`src/mips_ls_pkg.sv`:
```
`default_nettype none

package mips_ls_pkg;

    // Main sequence is FETCH, DECODE, EXEC1, EXEC2
    typedef enum logic [1:0] {
        FETCH  = 2'b00,
        EXEC1  = 2'b01,
        EXEC2  = 2'b10,
        DECODE = 2'b11
    } cpu_state_e;

    typedef enum logic [3:0] {
        LS_NONE = 4'd0,   // Anything outside the load/store set
        LS_LB   = 4'd1,
        LS_LBU  = 4'd2,
        LS_LH   = 4'd3,
        LS_LHU  = 4'd4,
        LS_LUI  = 4'd5,   // No bus access
        LS_LW   = 4'd6,
        LS_LWL  = 4'd7,
        LS_LWR  = 4'd8,
        LS_SB   = 4'd9,
        LS_SH   = 4'd10,
        LS_SW   = 4'd11
    } ls_op_e;

    // One bus word seen as bytes or as halfwords
    typedef union packed {
        logic [31:0]      word;
        logic [3:0][7:0]  lanes;    // Lane n is bits 8n+7 to 8n
        logic [1:0][15:0] halves;   // Picked by address bit 1
    } mem_word_u;

    // Standard MIPS primary opcodes
    localparam logic [5:0] OP_LUI = 6'h0f;
    localparam logic [5:0] OP_LB  = 6'h20;
    localparam logic [5:0] OP_LH  = 6'h21;
    localparam logic [5:0] OP_LWL = 6'h22;
    localparam logic [5:0] OP_LW  = 6'h23;
    localparam logic [5:0] OP_LBU = 6'h24;
    localparam logic [5:0] OP_LHU = 6'h25;
    localparam logic [5:0] OP_LWR = 6'h26;
    localparam logic [5:0] OP_SB  = 6'h28;
    localparam logic [5:0] OP_SH  = 6'h29;
    localparam logic [5:0] OP_SW  = 6'h2b;

endpackage

`default_nettype wire

```
`src/ls_req_if.sv`:
```
`default_nettype none

// Decoded load/store request, held stable by the instruction register
interface ls_req_if;

    mips_ls_pkg::ls_op_e op;
    logic [15:0]         offset;   // Raw immediate
    logic [4:0]          rs;       // Base register
    logic [4:0]          rt;       // Data register

    modport source (
        output op, offset, rs, rt
    );

    modport sink (
        input op, offset, rs, rt
    );

endinterface

`default_nettype wire

```
`src/cpu_sequencer.sv`:
```
`default_nettype none

module cpu_sequencer #(
    parameter logic [31:0] RESET_VECTOR = 32'h0000_0000
) (
    input  logic                   clk,
    input  logic                   reset,
    input  logic                   waitrequest,
    input  logic [31:0]            mem_readdata,
    input  logic                   mem_access,    // EXEC1 has a bus request out
    output mips_ls_pkg::cpu_state_e state,
    output logic [31:0]            pc,
    output logic [31:0]            instruction
);

    mips_ls_pkg::cpu_state_e state_next;
    logic [31:0]             instr_reg;

    always_comb begin
        state_next = state;
        case (state)
            mips_ls_pkg::FETCH: begin
                if (!waitrequest) begin
                    state_next = mips_ls_pkg::DECODE;   // Fetch accepted
                end
            end
            mips_ls_pkg::DECODE: begin
                state_next = mips_ls_pkg::EXEC1;
            end
            mips_ls_pkg::EXEC1: begin
                // Only a real access can be stalled
                if (!(mem_access && waitrequest)) begin
                    state_next = mips_ls_pkg::EXEC2;
                end
            end
            default: begin
                state_next = mips_ls_pkg::FETCH;        // EXEC2
            end
        endcase
    end

    always_ff @(posedge clk) begin
        if (reset) begin
            state <= mips_ls_pkg::FETCH;
            pc    <= RESET_VECTOR;
        end else begin
            state <= state_next;
            if (state == mips_ls_pkg::EXEC2) begin
                pc <= pc + 32'd4;                        // Same edge as the register write
            end
        end
    end

    // Fetched word arrives during DECODE
    always_ff @(posedge clk) begin
        if (state == mips_ls_pkg::DECODE) begin
            instr_reg <= mem_readdata;
        end
    end

    // Bypass so the fields are already valid in DECODE
    assign instruction = (state == mips_ls_pkg::DECODE) ? mem_readdata : instr_reg;

endmodule

`default_nettype wire

```
`src/instr_decoder.sv`:
```
`default_nettype none

module instr_decoder (
    input  logic [31:0] instruction,
    ls_req_if.source    req
);

    logic [5:0] opcode;

    assign opcode = instruction[31:26];

    // I-type fields
    assign req.rs     = instruction[25:21];
    assign req.rt     = instruction[20:16];
    assign req.offset = instruction[15:0];

    always_comb begin
        case (opcode)
            mips_ls_pkg::OP_LB: begin
                req.op = mips_ls_pkg::LS_LB;
            end
            mips_ls_pkg::OP_LBU: begin
                req.op = mips_ls_pkg::LS_LBU;
            end
            mips_ls_pkg::OP_LH: begin
                req.op = mips_ls_pkg::LS_LH;
            end
            mips_ls_pkg::OP_LHU: begin
                req.op = mips_ls_pkg::LS_LHU;
            end
            mips_ls_pkg::OP_LUI: begin
                req.op = mips_ls_pkg::LS_LUI;
            end
            mips_ls_pkg::OP_LW: begin
                req.op = mips_ls_pkg::LS_LW;
            end
            mips_ls_pkg::OP_LWL: begin
                req.op = mips_ls_pkg::LS_LWL;
            end
            mips_ls_pkg::OP_LWR: begin
                req.op = mips_ls_pkg::LS_LWR;
            end
            mips_ls_pkg::OP_SB: begin
                req.op = mips_ls_pkg::LS_SB;
            end
            mips_ls_pkg::OP_SH: begin
                req.op = mips_ls_pkg::LS_SH;
            end
            mips_ls_pkg::OP_SW: begin
                req.op = mips_ls_pkg::LS_SW;
            end
            default: begin
                // Unsupported opcode just advances the PC
                req.op = mips_ls_pkg::LS_NONE;
            end
        endcase
    end

endmodule

`default_nettype wire

```
`src/load_store.sv`:
```
`default_nettype none

module load_store (
    input  logic                    clk,
    input  mips_ls_pkg::cpu_state_e state,
    input  logic [31:0]             pc,
    ls_req_if.sink                  req,

    input  logic [31:0]             rs_data,
    input  logic [31:0]             rt_data,
    output logic                    reg_writeenable,
    output logic [4:0]              reg_address,
    output logic [31:0]             reg_writedata,

    output logic                    mem_access,

    input  logic [31:0]             mem_readdata,
    output logic [31:0]             mem_address,
    output logic [3:0]              mem_byteenable,
    output logic [31:0]             mem_writedata,
    output logic                    mem_writeenable,
    output logic                    mem_readenable
);

    logic [31:0]           offset_ext;
    logic [31:0]           eff_addr;
    logic [1:0]            lane_q;       // Byte offset kept for EXEC2
    logic [4:0]            lane_shift;
    logic                  is_load;
    logic                  is_store;
    logic                  in_exec1;
    mips_ls_pkg::mem_word_u load_word;
    mips_ls_pkg::mem_word_u store_word;
    logic [7:0]            byte_sel;
    logic [15:0]           half_sel;
    logic [31:0]           lwl_data;
    logic [31:0]           lwr_data;

    assign offset_ext = {{16{req.offset[15]}}, req.offset};
    assign eff_addr   = rs_data + offset_ext;

    assign is_load = (req.op == mips_ls_pkg::LS_LB)  || (req.op == mips_ls_pkg::LS_LBU) ||
                     (req.op == mips_ls_pkg::LS_LH)  || (req.op == mips_ls_pkg::LS_LHU) ||
                     (req.op == mips_ls_pkg::LS_LW)  || (req.op == mips_ls_pkg::LS_LWL) ||
                     (req.op == mips_ls_pkg::LS_LWR);
    assign is_store = (req.op == mips_ls_pkg::LS_SB) || (req.op == mips_ls_pkg::LS_SH) ||
                      (req.op == mips_ls_pkg::LS_SW);

    assign in_exec1        = (state == mips_ls_pkg::EXEC1);
    assign mem_access      = in_exec1 && (is_load || is_store);
    assign mem_readenable  = (state == mips_ls_pkg::FETCH) || (in_exec1 && is_load);
    assign mem_writeenable = in_exec1 && is_store;
    assign mem_address     = (state == mips_ls_pkg::FETCH) ? pc : {eff_addr[31:2], 2'b00};

    always_comb begin
        mem_byteenable = 4'b1111;                // Fetch and word accesses
        if (in_exec1) begin
            case (req.op)
                mips_ls_pkg::LS_LB, mips_ls_pkg::LS_LBU, mips_ls_pkg::LS_SB: begin
                    mem_byteenable = 4'b0001 << eff_addr[1:0];
                end
                mips_ls_pkg::LS_LH, mips_ls_pkg::LS_LHU, mips_ls_pkg::LS_SH: begin
                    mem_byteenable = eff_addr[1] ? 4'b1100 : 4'b0011;
                end
                mips_ls_pkg::LS_LWL: begin
                    mem_byteenable = 4'b1111 >> eff_addr[1:0];   // 4-k low lanes
                end
                mips_ls_pkg::LS_LWR: begin
                    mem_byteenable = 4'b1111 << eff_addr[1:0];   // Lanes k to 3
                end
                default: begin
                    mem_byteenable = 4'b1111;
                end
            endcase
        end
    end

    // Store data copied into every lane
    always_comb begin
        store_word.word = rt_data;
        case (req.op)
            mips_ls_pkg::LS_SB: begin
                store_word.lanes = {4{rt_data[7:0]}};
            end
            mips_ls_pkg::LS_SH: begin
                store_word.halves = {2{rt_data[15:0]}};
            end
            default: begin
                store_word.word = rt_data;
            end
        endcase
    end

    assign mem_writedata = store_word.word;

    always_ff @(posedge clk) begin
        if (in_exec1) begin
            lane_q <= eff_addr[1:0];
        end
    end

    // Load extraction, data valid in EXEC2
    assign load_word.word = mem_readdata;
    assign byte_sel       = load_word.lanes[lane_q];
    assign half_sel       = load_word.halves[lane_q[1]];
    assign lane_shift     = {lane_q, 3'b000};

    // Memory bytes over the kept low register bytes
    assign lwl_data = (mem_readdata << lane_shift) | (rt_data & ~(32'hffff_ffff << lane_shift));
    // Kept high register bytes over the shifted memory word
    assign lwr_data = (mem_readdata >> lane_shift) | (rt_data & ~(32'hffff_ffff >> lane_shift));

    always_comb begin
        case (req.op)
            mips_ls_pkg::LS_LB: begin
                reg_writedata = {{24{byte_sel[7]}}, byte_sel};
            end
            mips_ls_pkg::LS_LBU: begin
                reg_writedata = {24'h000000, byte_sel};
            end
            mips_ls_pkg::LS_LH: begin
                reg_writedata = {{16{half_sel[15]}}, half_sel};
            end
            mips_ls_pkg::LS_LHU: begin
                reg_writedata = {16'h0000, half_sel};
            end
            mips_ls_pkg::LS_LUI: begin
                reg_writedata = {req.offset, 16'h0000};
            end
            mips_ls_pkg::LS_LWL: begin
                reg_writedata = lwl_data;
            end
            mips_ls_pkg::LS_LWR: begin
                reg_writedata = lwr_data;
            end
            default: begin
                reg_writedata = mem_readdata;   // lw, others never write
            end
        endcase
    end

    assign reg_address     = req.rt;
    assign reg_writeenable = (state == mips_ls_pkg::EXEC2) &&
                             (is_load || (req.op == mips_ls_pkg::LS_LUI)) &&
                             (req.rt != 5'd0);     // $zero stays zero

endmodule

`default_nettype wire

```
`src/mips_ls_core.sv`:
```
`default_nettype none

module mips_ls_core #(
    parameter logic [31:0] RESET_VECTOR = 32'h0000_0000
) (
    input  logic        clk,
    input  logic        reset,
    input  logic [31:0] mem_readdata,
    input  logic        waitrequest,
    output logic [31:0] mem_address,
    output logic [3:0]  mem_byteenable,
    output logic [31:0] mem_writedata,
    output logic        mem_writeenable,
    output logic        mem_readenable
);

    mips_ls_pkg::cpu_state_e state;
    logic [31:0]             pc;
    logic [31:0]             instruction;
    logic                    mem_access;
    logic                    reg_writeenable;
    logic [4:0]              reg_address;
    logic [31:0]             reg_writedata;
    logic [31:0]             rs_data;
    logic [31:0]             rt_data;

    ls_req_if req ();

    cpu_sequencer #(
        .RESET_VECTOR (RESET_VECTOR)
    ) u_cpu_sequencer (
        .clk          (clk),
        .reset        (reset),
        .waitrequest  (waitrequest),
        .mem_readdata (mem_readdata),
        .mem_access   (mem_access),
        .state        (state),
        .pc           (pc),
        .instruction  (instruction)
    );

    instr_decoder u_instr_decoder (
        .instruction (instruction),
        .req         (req)
    );

    load_store u_load_store (
        .clk             (clk),
        .state           (state),
        .pc              (pc),
        .req             (req),
        .rs_data         (rs_data),
        .rt_data         (rt_data),
        .reg_writeenable (reg_writeenable),
        .reg_address     (reg_address),
        .reg_writedata   (reg_writedata),
        .mem_access      (mem_access),
        .mem_readdata    (mem_readdata),
        .mem_address     (mem_address),
        .mem_byteenable  (mem_byteenable),
        .mem_writedata   (mem_writedata),
        .mem_writeenable (mem_writeenable),
        .mem_readenable  (mem_readenable)
    );

    register_file u_register_file (
        .clk         (clk),
        .reset       (reset),
        .rs_addr     (req.rs),
        .rt_addr     (req.rt),
        .rs_data     (rs_data),
        .rt_data     (rt_data),
        .writeenable (reg_writeenable),
        .address     (reg_address),
        .writedata   (reg_writedata)
    );

endmodule

`default_nettype wire

```
`src/register_file.sv`:
```
`default_nettype none

module register_file (
    input  logic        clk,
    input  logic        reset,
    input  logic [4:0]  rs_addr,
    input  logic [4:0]  rt_addr,
    output logic [31:0] rs_data,
    output logic [31:0] rt_data,
    input  logic        writeenable,
    input  logic [4:0]  address,
    input  logic [31:0] writedata
);

    logic [31:0] regs [32];

    always_ff @(posedge clk) begin
        if (reset) begin
            for (int i = 0; i < 32; i++) begin
                regs[i] <= 32'h0000_0000;
            end
        end else if (writeenable && (address != 5'd0)) begin
            regs[address] <= writedata;
        end
    end

    // Asynchronous reads, register 0 hardwired
    assign rs_data = (rs_addr == 5'd0) ? 32'h0000_0000 : regs[rs_addr];
    assign rt_data = (rt_addr == 5'd0) ? 32'h0000_0000 : regs[rt_addr];

endmodule

`default_nettype wire

```
`config.mk`:
```
export PLATFORM = sky130hd
export DESIGN_NAME = mips_ls_core
export DESIGN_NICKNAME = d
export VERILOG_FILES = /design/src/mips_ls_pkg.sv /design/src/ls_req_if.sv /design/src/cpu_sequencer.sv /design/src/instr_decoder.sv /design/src/load_store.sv /design/src/mips_ls_core.sv /design/src/register_file.sv
export SDC_FILE = /design/constraint.sdc
export NUM_CORES = 2
export LEC_CHECK = 0
export BUFFER_PORTS_ARGS = -buffer_cell sky130_fd_sc_hd__clkbuf_2
export CORE_MARGIN = 1
export CORE_UTILIZATION = 25
export CTS_BUF_LIST = sky130_fd_sc_hd__clkbuf_8
export DETAILED_ROUTE_END_ITERATION = 10
export PLACE_DENSITY = 0.38
export SYNTH_ARGS = -nofsm -noshare
export SYNTH_HDL_FRONTEND = slang
export SYNTH_HIERARCHICAL = 1
export SYNTH_SLANG_ARGS = --single-unit
```
`constraint.sdc`:
```
create_clock -name clk -period 9.76 [get_ports clk]
set_input_delay 0.976 -clock clk [delete_from_list [all_inputs] [get_ports clk]]
set_output_delay 0.976 -clock clk [all_outputs]
set_load 0.005 [all_outputs]
```
==> results_tabular.tex <==
\begin{tabular}{lr}
\hline
Metric & Value \\
\hline
\multicolumn{2}{l}{\textbf{Outcome}} \\
Status & complete, but fails checks \\
Violated checks & max-capacitance violations, max-slew violations \\
\multicolumn{2}{l}{\textbf{Global routing}} \\
Via count of the first global-routing pass & 42740 \\
First-pass GRT wire length & 372600 um \\
GRT overflow & 0 \\
GRT Total Usage & 21.51\% \\
Number of antenna violations at the first check in global routing & 39 \\
Largest net degree at the start of global routing & 70 \\
\multicolumn{2}{l}{\textbf{STA}} \\
RSZ-0062 raised after global routing & no \\
Final Hold Vio Count & 0 \\
Slew of the pin with the lowest slew margin & 1.567 ns \\
Slew headroom & -4.742\% \\
Post-route clock period utilization & 87.52\% \\
Post-layout worst setup margin & 1.218 ns \\
Final Max Slew Viols & 2 \\
Final setup violating endpoints & 0 \\
Max Clock Freq & 0.1171 GHz \\
Final critical delay including setup and external delays & 8.542 ns \\
Worst hold-check slack & 0.2607 ns \\
Max Clock Skew & 0.06537 ns \\
Setup tns final & 0 ns \\
\multicolumn{2}{l}{\textbf{Place}} \\
Post-place setup slack & 2.047 ns \\
Port buffer count & 102 \\
Detail Placement HPWL & 167900 um \\
Global placer's final weighted congestion & 0.8437 \\
\multicolumn{2}{l}{\textbf{Synth}} \\
Flops \& latches, synth & 1090 \\
Area share of the largest cell type after synthesis & 49.37\% \\
Post-synthesis instance area & 62410 sq um \\
Most used flip-flop cell after synthesis & sky130\_fd\_sc\_hd\_\_edfxtp\_1 \\
Unique masters post-synth & 88 \\
Async S/R FF share, synth & 0\% \\
Cells after synthesis & 4586 \\
Sequential-to-total area share from yosys stat & 51.42\% \\
Number of flops mapped to enable cells by yosys & 1026 \\
Average instance area after synthesis & 13.61 sq um \\
Yosys synthesis warning count & 6 \\
Post-synthesis cell type with the largest combined area & sky130\_fd\_sc\_hd\_\_edfxtp\_1 \\
Top area cells in the synthesized netlist & sky130\_fd\_sc\_hd\_\_edfxtp\_1 (49\%), sky130\_fd\_sc\_hd\_\_mux4\_2 (18\%), sky130\_fd\_sc\_hd\_\_and2\_1 (10\%) \\
\multicolumn{2}{l}{\textbf{Clocking}} \\
Source-to-sink clock delay at the later pin of the worst-skew pair & 1.01 ns \\
Post-CTS setup-driven buffer insertion count & 0 \\
CTS buffer count & 204 \\
Resized cells post-CTS & 0 \\
CTS clk-pin slew, worst paths & 0.06 ns \\
Number of buffers added to fix hold violations after cts & 0 \\
Clock tree buffer depth & 3 \\
CTS root buffer & sky130\_fd\_sc\_hd\_\_clkbuf\_8 \\
H-tree levels & 4 \\
TritonCTS clock tree & yes \\
Sinks on the clock net & 1090 \\
\multicolumn{2}{l}{\textbf{Critical path}} \\
Kind of start point of the critical path & register \\
Endpoint of the most critical register-to-register path & u\_register\_file/regs[23][25] \\
Cell count of the worst reg-to-reg path & 14 \\
Reg-to-reg setup timing slack & 2.57 ns \\
Worst-path fanout max & 52 \\
Startpoint of the worst register-to-register path & u\_cpu\_sequencer/state[0] \\
Crit path arrival time & 7.57 ns \\
Critical path data required time & 8.78 ns \\
Classification of the worst setup path & register to output pin \\
Critical Path Sink Type & output pin \\
\multicolumn{2}{l}{\textbf{Floorplanning}} \\
Initial standard-cell utilization of the core & 25.12\% \\
Die area & 251600 sq um \\
Floorplan core area & 248400 sq um \\
Die extent in x & 501.6 um \\
Die height & 501.6 um \\
Number of top-level design ports & 105 \\
Standard-cell rows & 183 \\
\multicolumn{2}{l}{\textbf{Drt}} \\
Residual DRC count & 0 \\
Number of detailed-routing iterations run before antenna repair & 6 \\
Iter 0 DRT Violations & 4723 \\
Routed wire per std cell & 33.60 um \\
Vias after detailed routing & 42660 \\
Final Routed Wirelength & 274000 um \\
Number of vias per cell & 5.231 \\
Antenna violation net count after detailed routing & 0 \\
\multicolumn{2}{l}{\textbf{Min path}} \\
Cell depth of the worst min-delay path & 2 \\
Type of the worst min-delay path & input pin to register \\
End point of the worst hold path & u\_cpu\_sequencer/state[0] \\
Origin of the worst min-delay path & waitrequest \\
\multicolumn{2}{l}{\textbf{Finish}} \\
Flip-flop count of the largest register after layout & 1024 \\
Area overhead of the layout relative to synthesis & 13.72\% \\
Fraction of layout instances using a drive strength above 1 & 26.57\% \\
Fin util & 28.57\% \\
Layout fillers & 25030 \\
Total Nets Final & 4706 \\
\multicolumn{2}{l}{\textbf{Pwr}} \\
Worst ir drop on vdd & 0.4025 mV \\
Ratio of total power to cell area & 385.6 nW/um\^{}2 \\
Static leakage power & 0.02510 uW \\
\multicolumn{2}{l}{\textbf{Job}} \\
Max capacitance violation total & 1 \\
\hline
\end{tabular}
==> cells in the mapped netlist (22+ instances only) <==
| library cell | count |
|---|---|
| sky130_fd_sc_hd__mux2_2 | 81 |
| sky130_fd_sc_hd__ha_1 | 36 |
| sky130_fd_sc_hd__clkbuf_1 | 311 |
| sky130_fd_sc_hd__and2_1 | 1001 |
| sky130_fd_sc_hd__buf_2 | 61 |
| sky130_fd_sc_hd__nand2b_1 | 22 |
| sky130_fd_sc_hd__a22oi_1 | 31 |
| sky130_fd_sc_hd__a21oi_1 | 111 |
| sky130_fd_sc_hd__nor2_1 | 117 |
| sky130_fd_sc_hd__a2111oi_1 | 41 |
| sky130_fd_sc_hd__or2_2 | 35 |
| sky130_fd_sc_hd__mux4_2 | 488 |
| sky130_fd_sc_hd__buf_6 | 24 |
| sky130_fd_sc_hd__o22ai_1 | 116 |
| sky130_fd_sc_hd__xnor2_1 | 23 |
| sky130_fd_sc_hd__o21ai_0 | 118 |
| sky130_fd_sc_hd__nor3_1 | 68 |
| sky130_fd_sc_hd__o22a_1 | 24 |
| sky130_fd_sc_hd__a22o_1 | 51 |
| sky130_fd_sc_hd__inv_1 | 26 |
| sky130_fd_sc_hd__edfxtp_1 | 1026 |
| sky130_fd_sc_hd__dfxtp_1 | 64 |
| sky130_fd_sc_hd__buf_4 | 82 |
| sky130_fd_sc_hd__nand2_1 | 120 |
| sky130_fd_sc_hd__mux2i_1 | 179 |
| sky130_fd_sc_hd__nand3_1 | 28 |
==> layout by cell type (no fill, tap or decap), types with 31 or more instances in the layout <==
| cell | n |
|---|---|
| sky130_fd_sc_hd__o22ai_1 | 115 |
| sky130_fd_sc_hd__o21ai_0 | 118 |
| sky130_fd_sc_hd__buf_4 | 197 |
| sky130_fd_sc_hd__nor2_1 | 82 |
| sky130_fd_sc_hd__nand2_1 | 119 |
| sky130_fd_sc_hd__inv_1 | 98 |
| sky130_fd_sc_hd__mux2_2 | 75 |
| sky130_fd_sc_hd__ha_1 | 35 |
| sky130_fd_sc_hd__a22oi_1 | 31 |
| sky130_fd_sc_hd__mux4_2 | 488 |
| sky130_fd_sc_hd__or2_2 | 34 |
| sky130_fd_sc_hd__dfxtp_1 | 64 |
| sky130_fd_sc_hd__mux2i_1 | 179 |
| sky130_fd_sc_hd__edfxtp_1 | 1026 |
| sky130_fd_sc_hd__nor3_1 | 64 |
| sky130_fd_sc_hd__a21oi_1 | 109 |
| sky130_fd_sc_hd__clkinv_1 | 45 |
| sky130_fd_sc_hd__conb_1 | 34 |
| sky130_fd_sc_hd__a22o_1 | 51 |
| sky130_fd_sc_hd__clkbuf_8 | 212 |
| sky130_fd_sc_hd__clkbuf_2 | 101 |
| sky130_fd_sc_hd__and2_1 | 1000 |
| sky130_fd_sc_hd__nor2_4 | 33 |
==> worst max path at each step <==
stage,startpoint,to,slack [ns],cells after the start
floorplan,u_cpu_sequencer/state[0],mem_address[27],3.93,22
global placement,mem_readdata[22],mem_address[26],2.02,19
detailed placement,mem_readdata[22],mem_address[26],2.05,19
CTS,u_cpu_sequencer/state[0],mem_address[26],1.03,19
global route,u_cpu_sequencer/state[0],mem_address[26],0.70,19
finish,u_cpu_sequencer/state[0],mem_address[26],1.22,19
==> through the flow <==
step | cell area (sq um) | cells | total power [uW]
2_1_floorplan | 62530 | 4618 | 15500
3_3_place_gp | 66990 | 7758 | 22940
3_5_place_dp | 66990 | 7758 | 22850
4_1_cts | 70920 | 8137 | 27380
5_1_grt | 70920 | 8138 | 28430
6_report | 70970 | 8155 | 27370
==> critical path, stage by stage, from the launching register on <==
cell and delay, ns:
sky130_fd_sc_hd__dfxtp_1 0.50, sky130_fd_sc_hd__ha_2 0.50, sky130_fd_sc_hd__mux2_8 0.78, sky130_fd_sc_hd__buf_4 0.40, sky130_fd_sc_hd__mux4_2 0.54, sky130_fd_sc_hd__mux4_2 0.57, sky130_fd_sc_hd__o22ai_1 0.28, sky130_fd_sc_hd__nor3_1 0.17
sky130_fd_sc_hd__ha_1 0.33, sky130_fd_sc_hd__inv_1 0.09, sky130_fd_sc_hd__fa_1 0.20, sky130_fd_sc_hd__nand2b_1 0.16, sky130_fd_sc_hd__a21oi_1 0.13, sky130_fd_sc_hd__a211oi_1 0.55, sky130_fd_sc_hd__a31oi_1 0.34, sky130_fd_sc_hd__a31o_2 0.31
sky130_fd_sc_hd__a21oi_1 0.18, sky130_fd_sc_hd__xor2_1 0.24, sky130_fd_sc_hd__o21ai_0 0.11, sky130_fd_sc_hd__clkbuf_2 0.14
==> final cells by class <==
type	count	area, sq um	area share (%)
inverter	26	97.59	0.1375
tap	3330	4167	5.871
antenna	18	45.04	0.06347
timing repair buffer	310	2225	3.135
clock buffer	212	2918	4.112
clock inverter	167	1010	1.423
multi-input combinational	3002	28410	40.04
sequential	1090	32090	45.22
==> power by group <==
part | switching (uW) | internal (uW) | leakage [uW]
registers | 131 | 5380 | 0.0111
clock network | 2190 | 2260 | 0.00228
logic | 11700 | 5730 | 0.0117
total | 14000 | 13400 | 0.0251
==> kinds of logic after synthesis <==
family / count (synthesis) / synth area share (%)
other: 2 / 0.01203
AO/OA/AOI/OAI: 631 / 6.957
flip-flops: 1090 / 51.42
AND/OR/NAND/NOR: 1509 / 14.19
XOR/XNOR: 42 / 0.5894
multiplexers: 748 / 21.94
buffers and inverters: 526 / 4.116
adder cells (fa/ha/maj): 38 / 0.7719
==> routing by layer <==
| metal | vias to the layer above | part of all wire [%] | global-route usage (%) |
|---|---|---|---|
| met5 | - | 0.0040 | 0 |
| met4 | 2 | 2.6 | 6.129 |
| met3 | 370 | 5.9 | 2.886 |
| met2 | 1819 | 47 | 34.91 |
| met1 | 22770 | 45 | 29.76 |
| li1 | 17700 | - | - |
No activity file was read; power rests on OpenSTA's default activity.
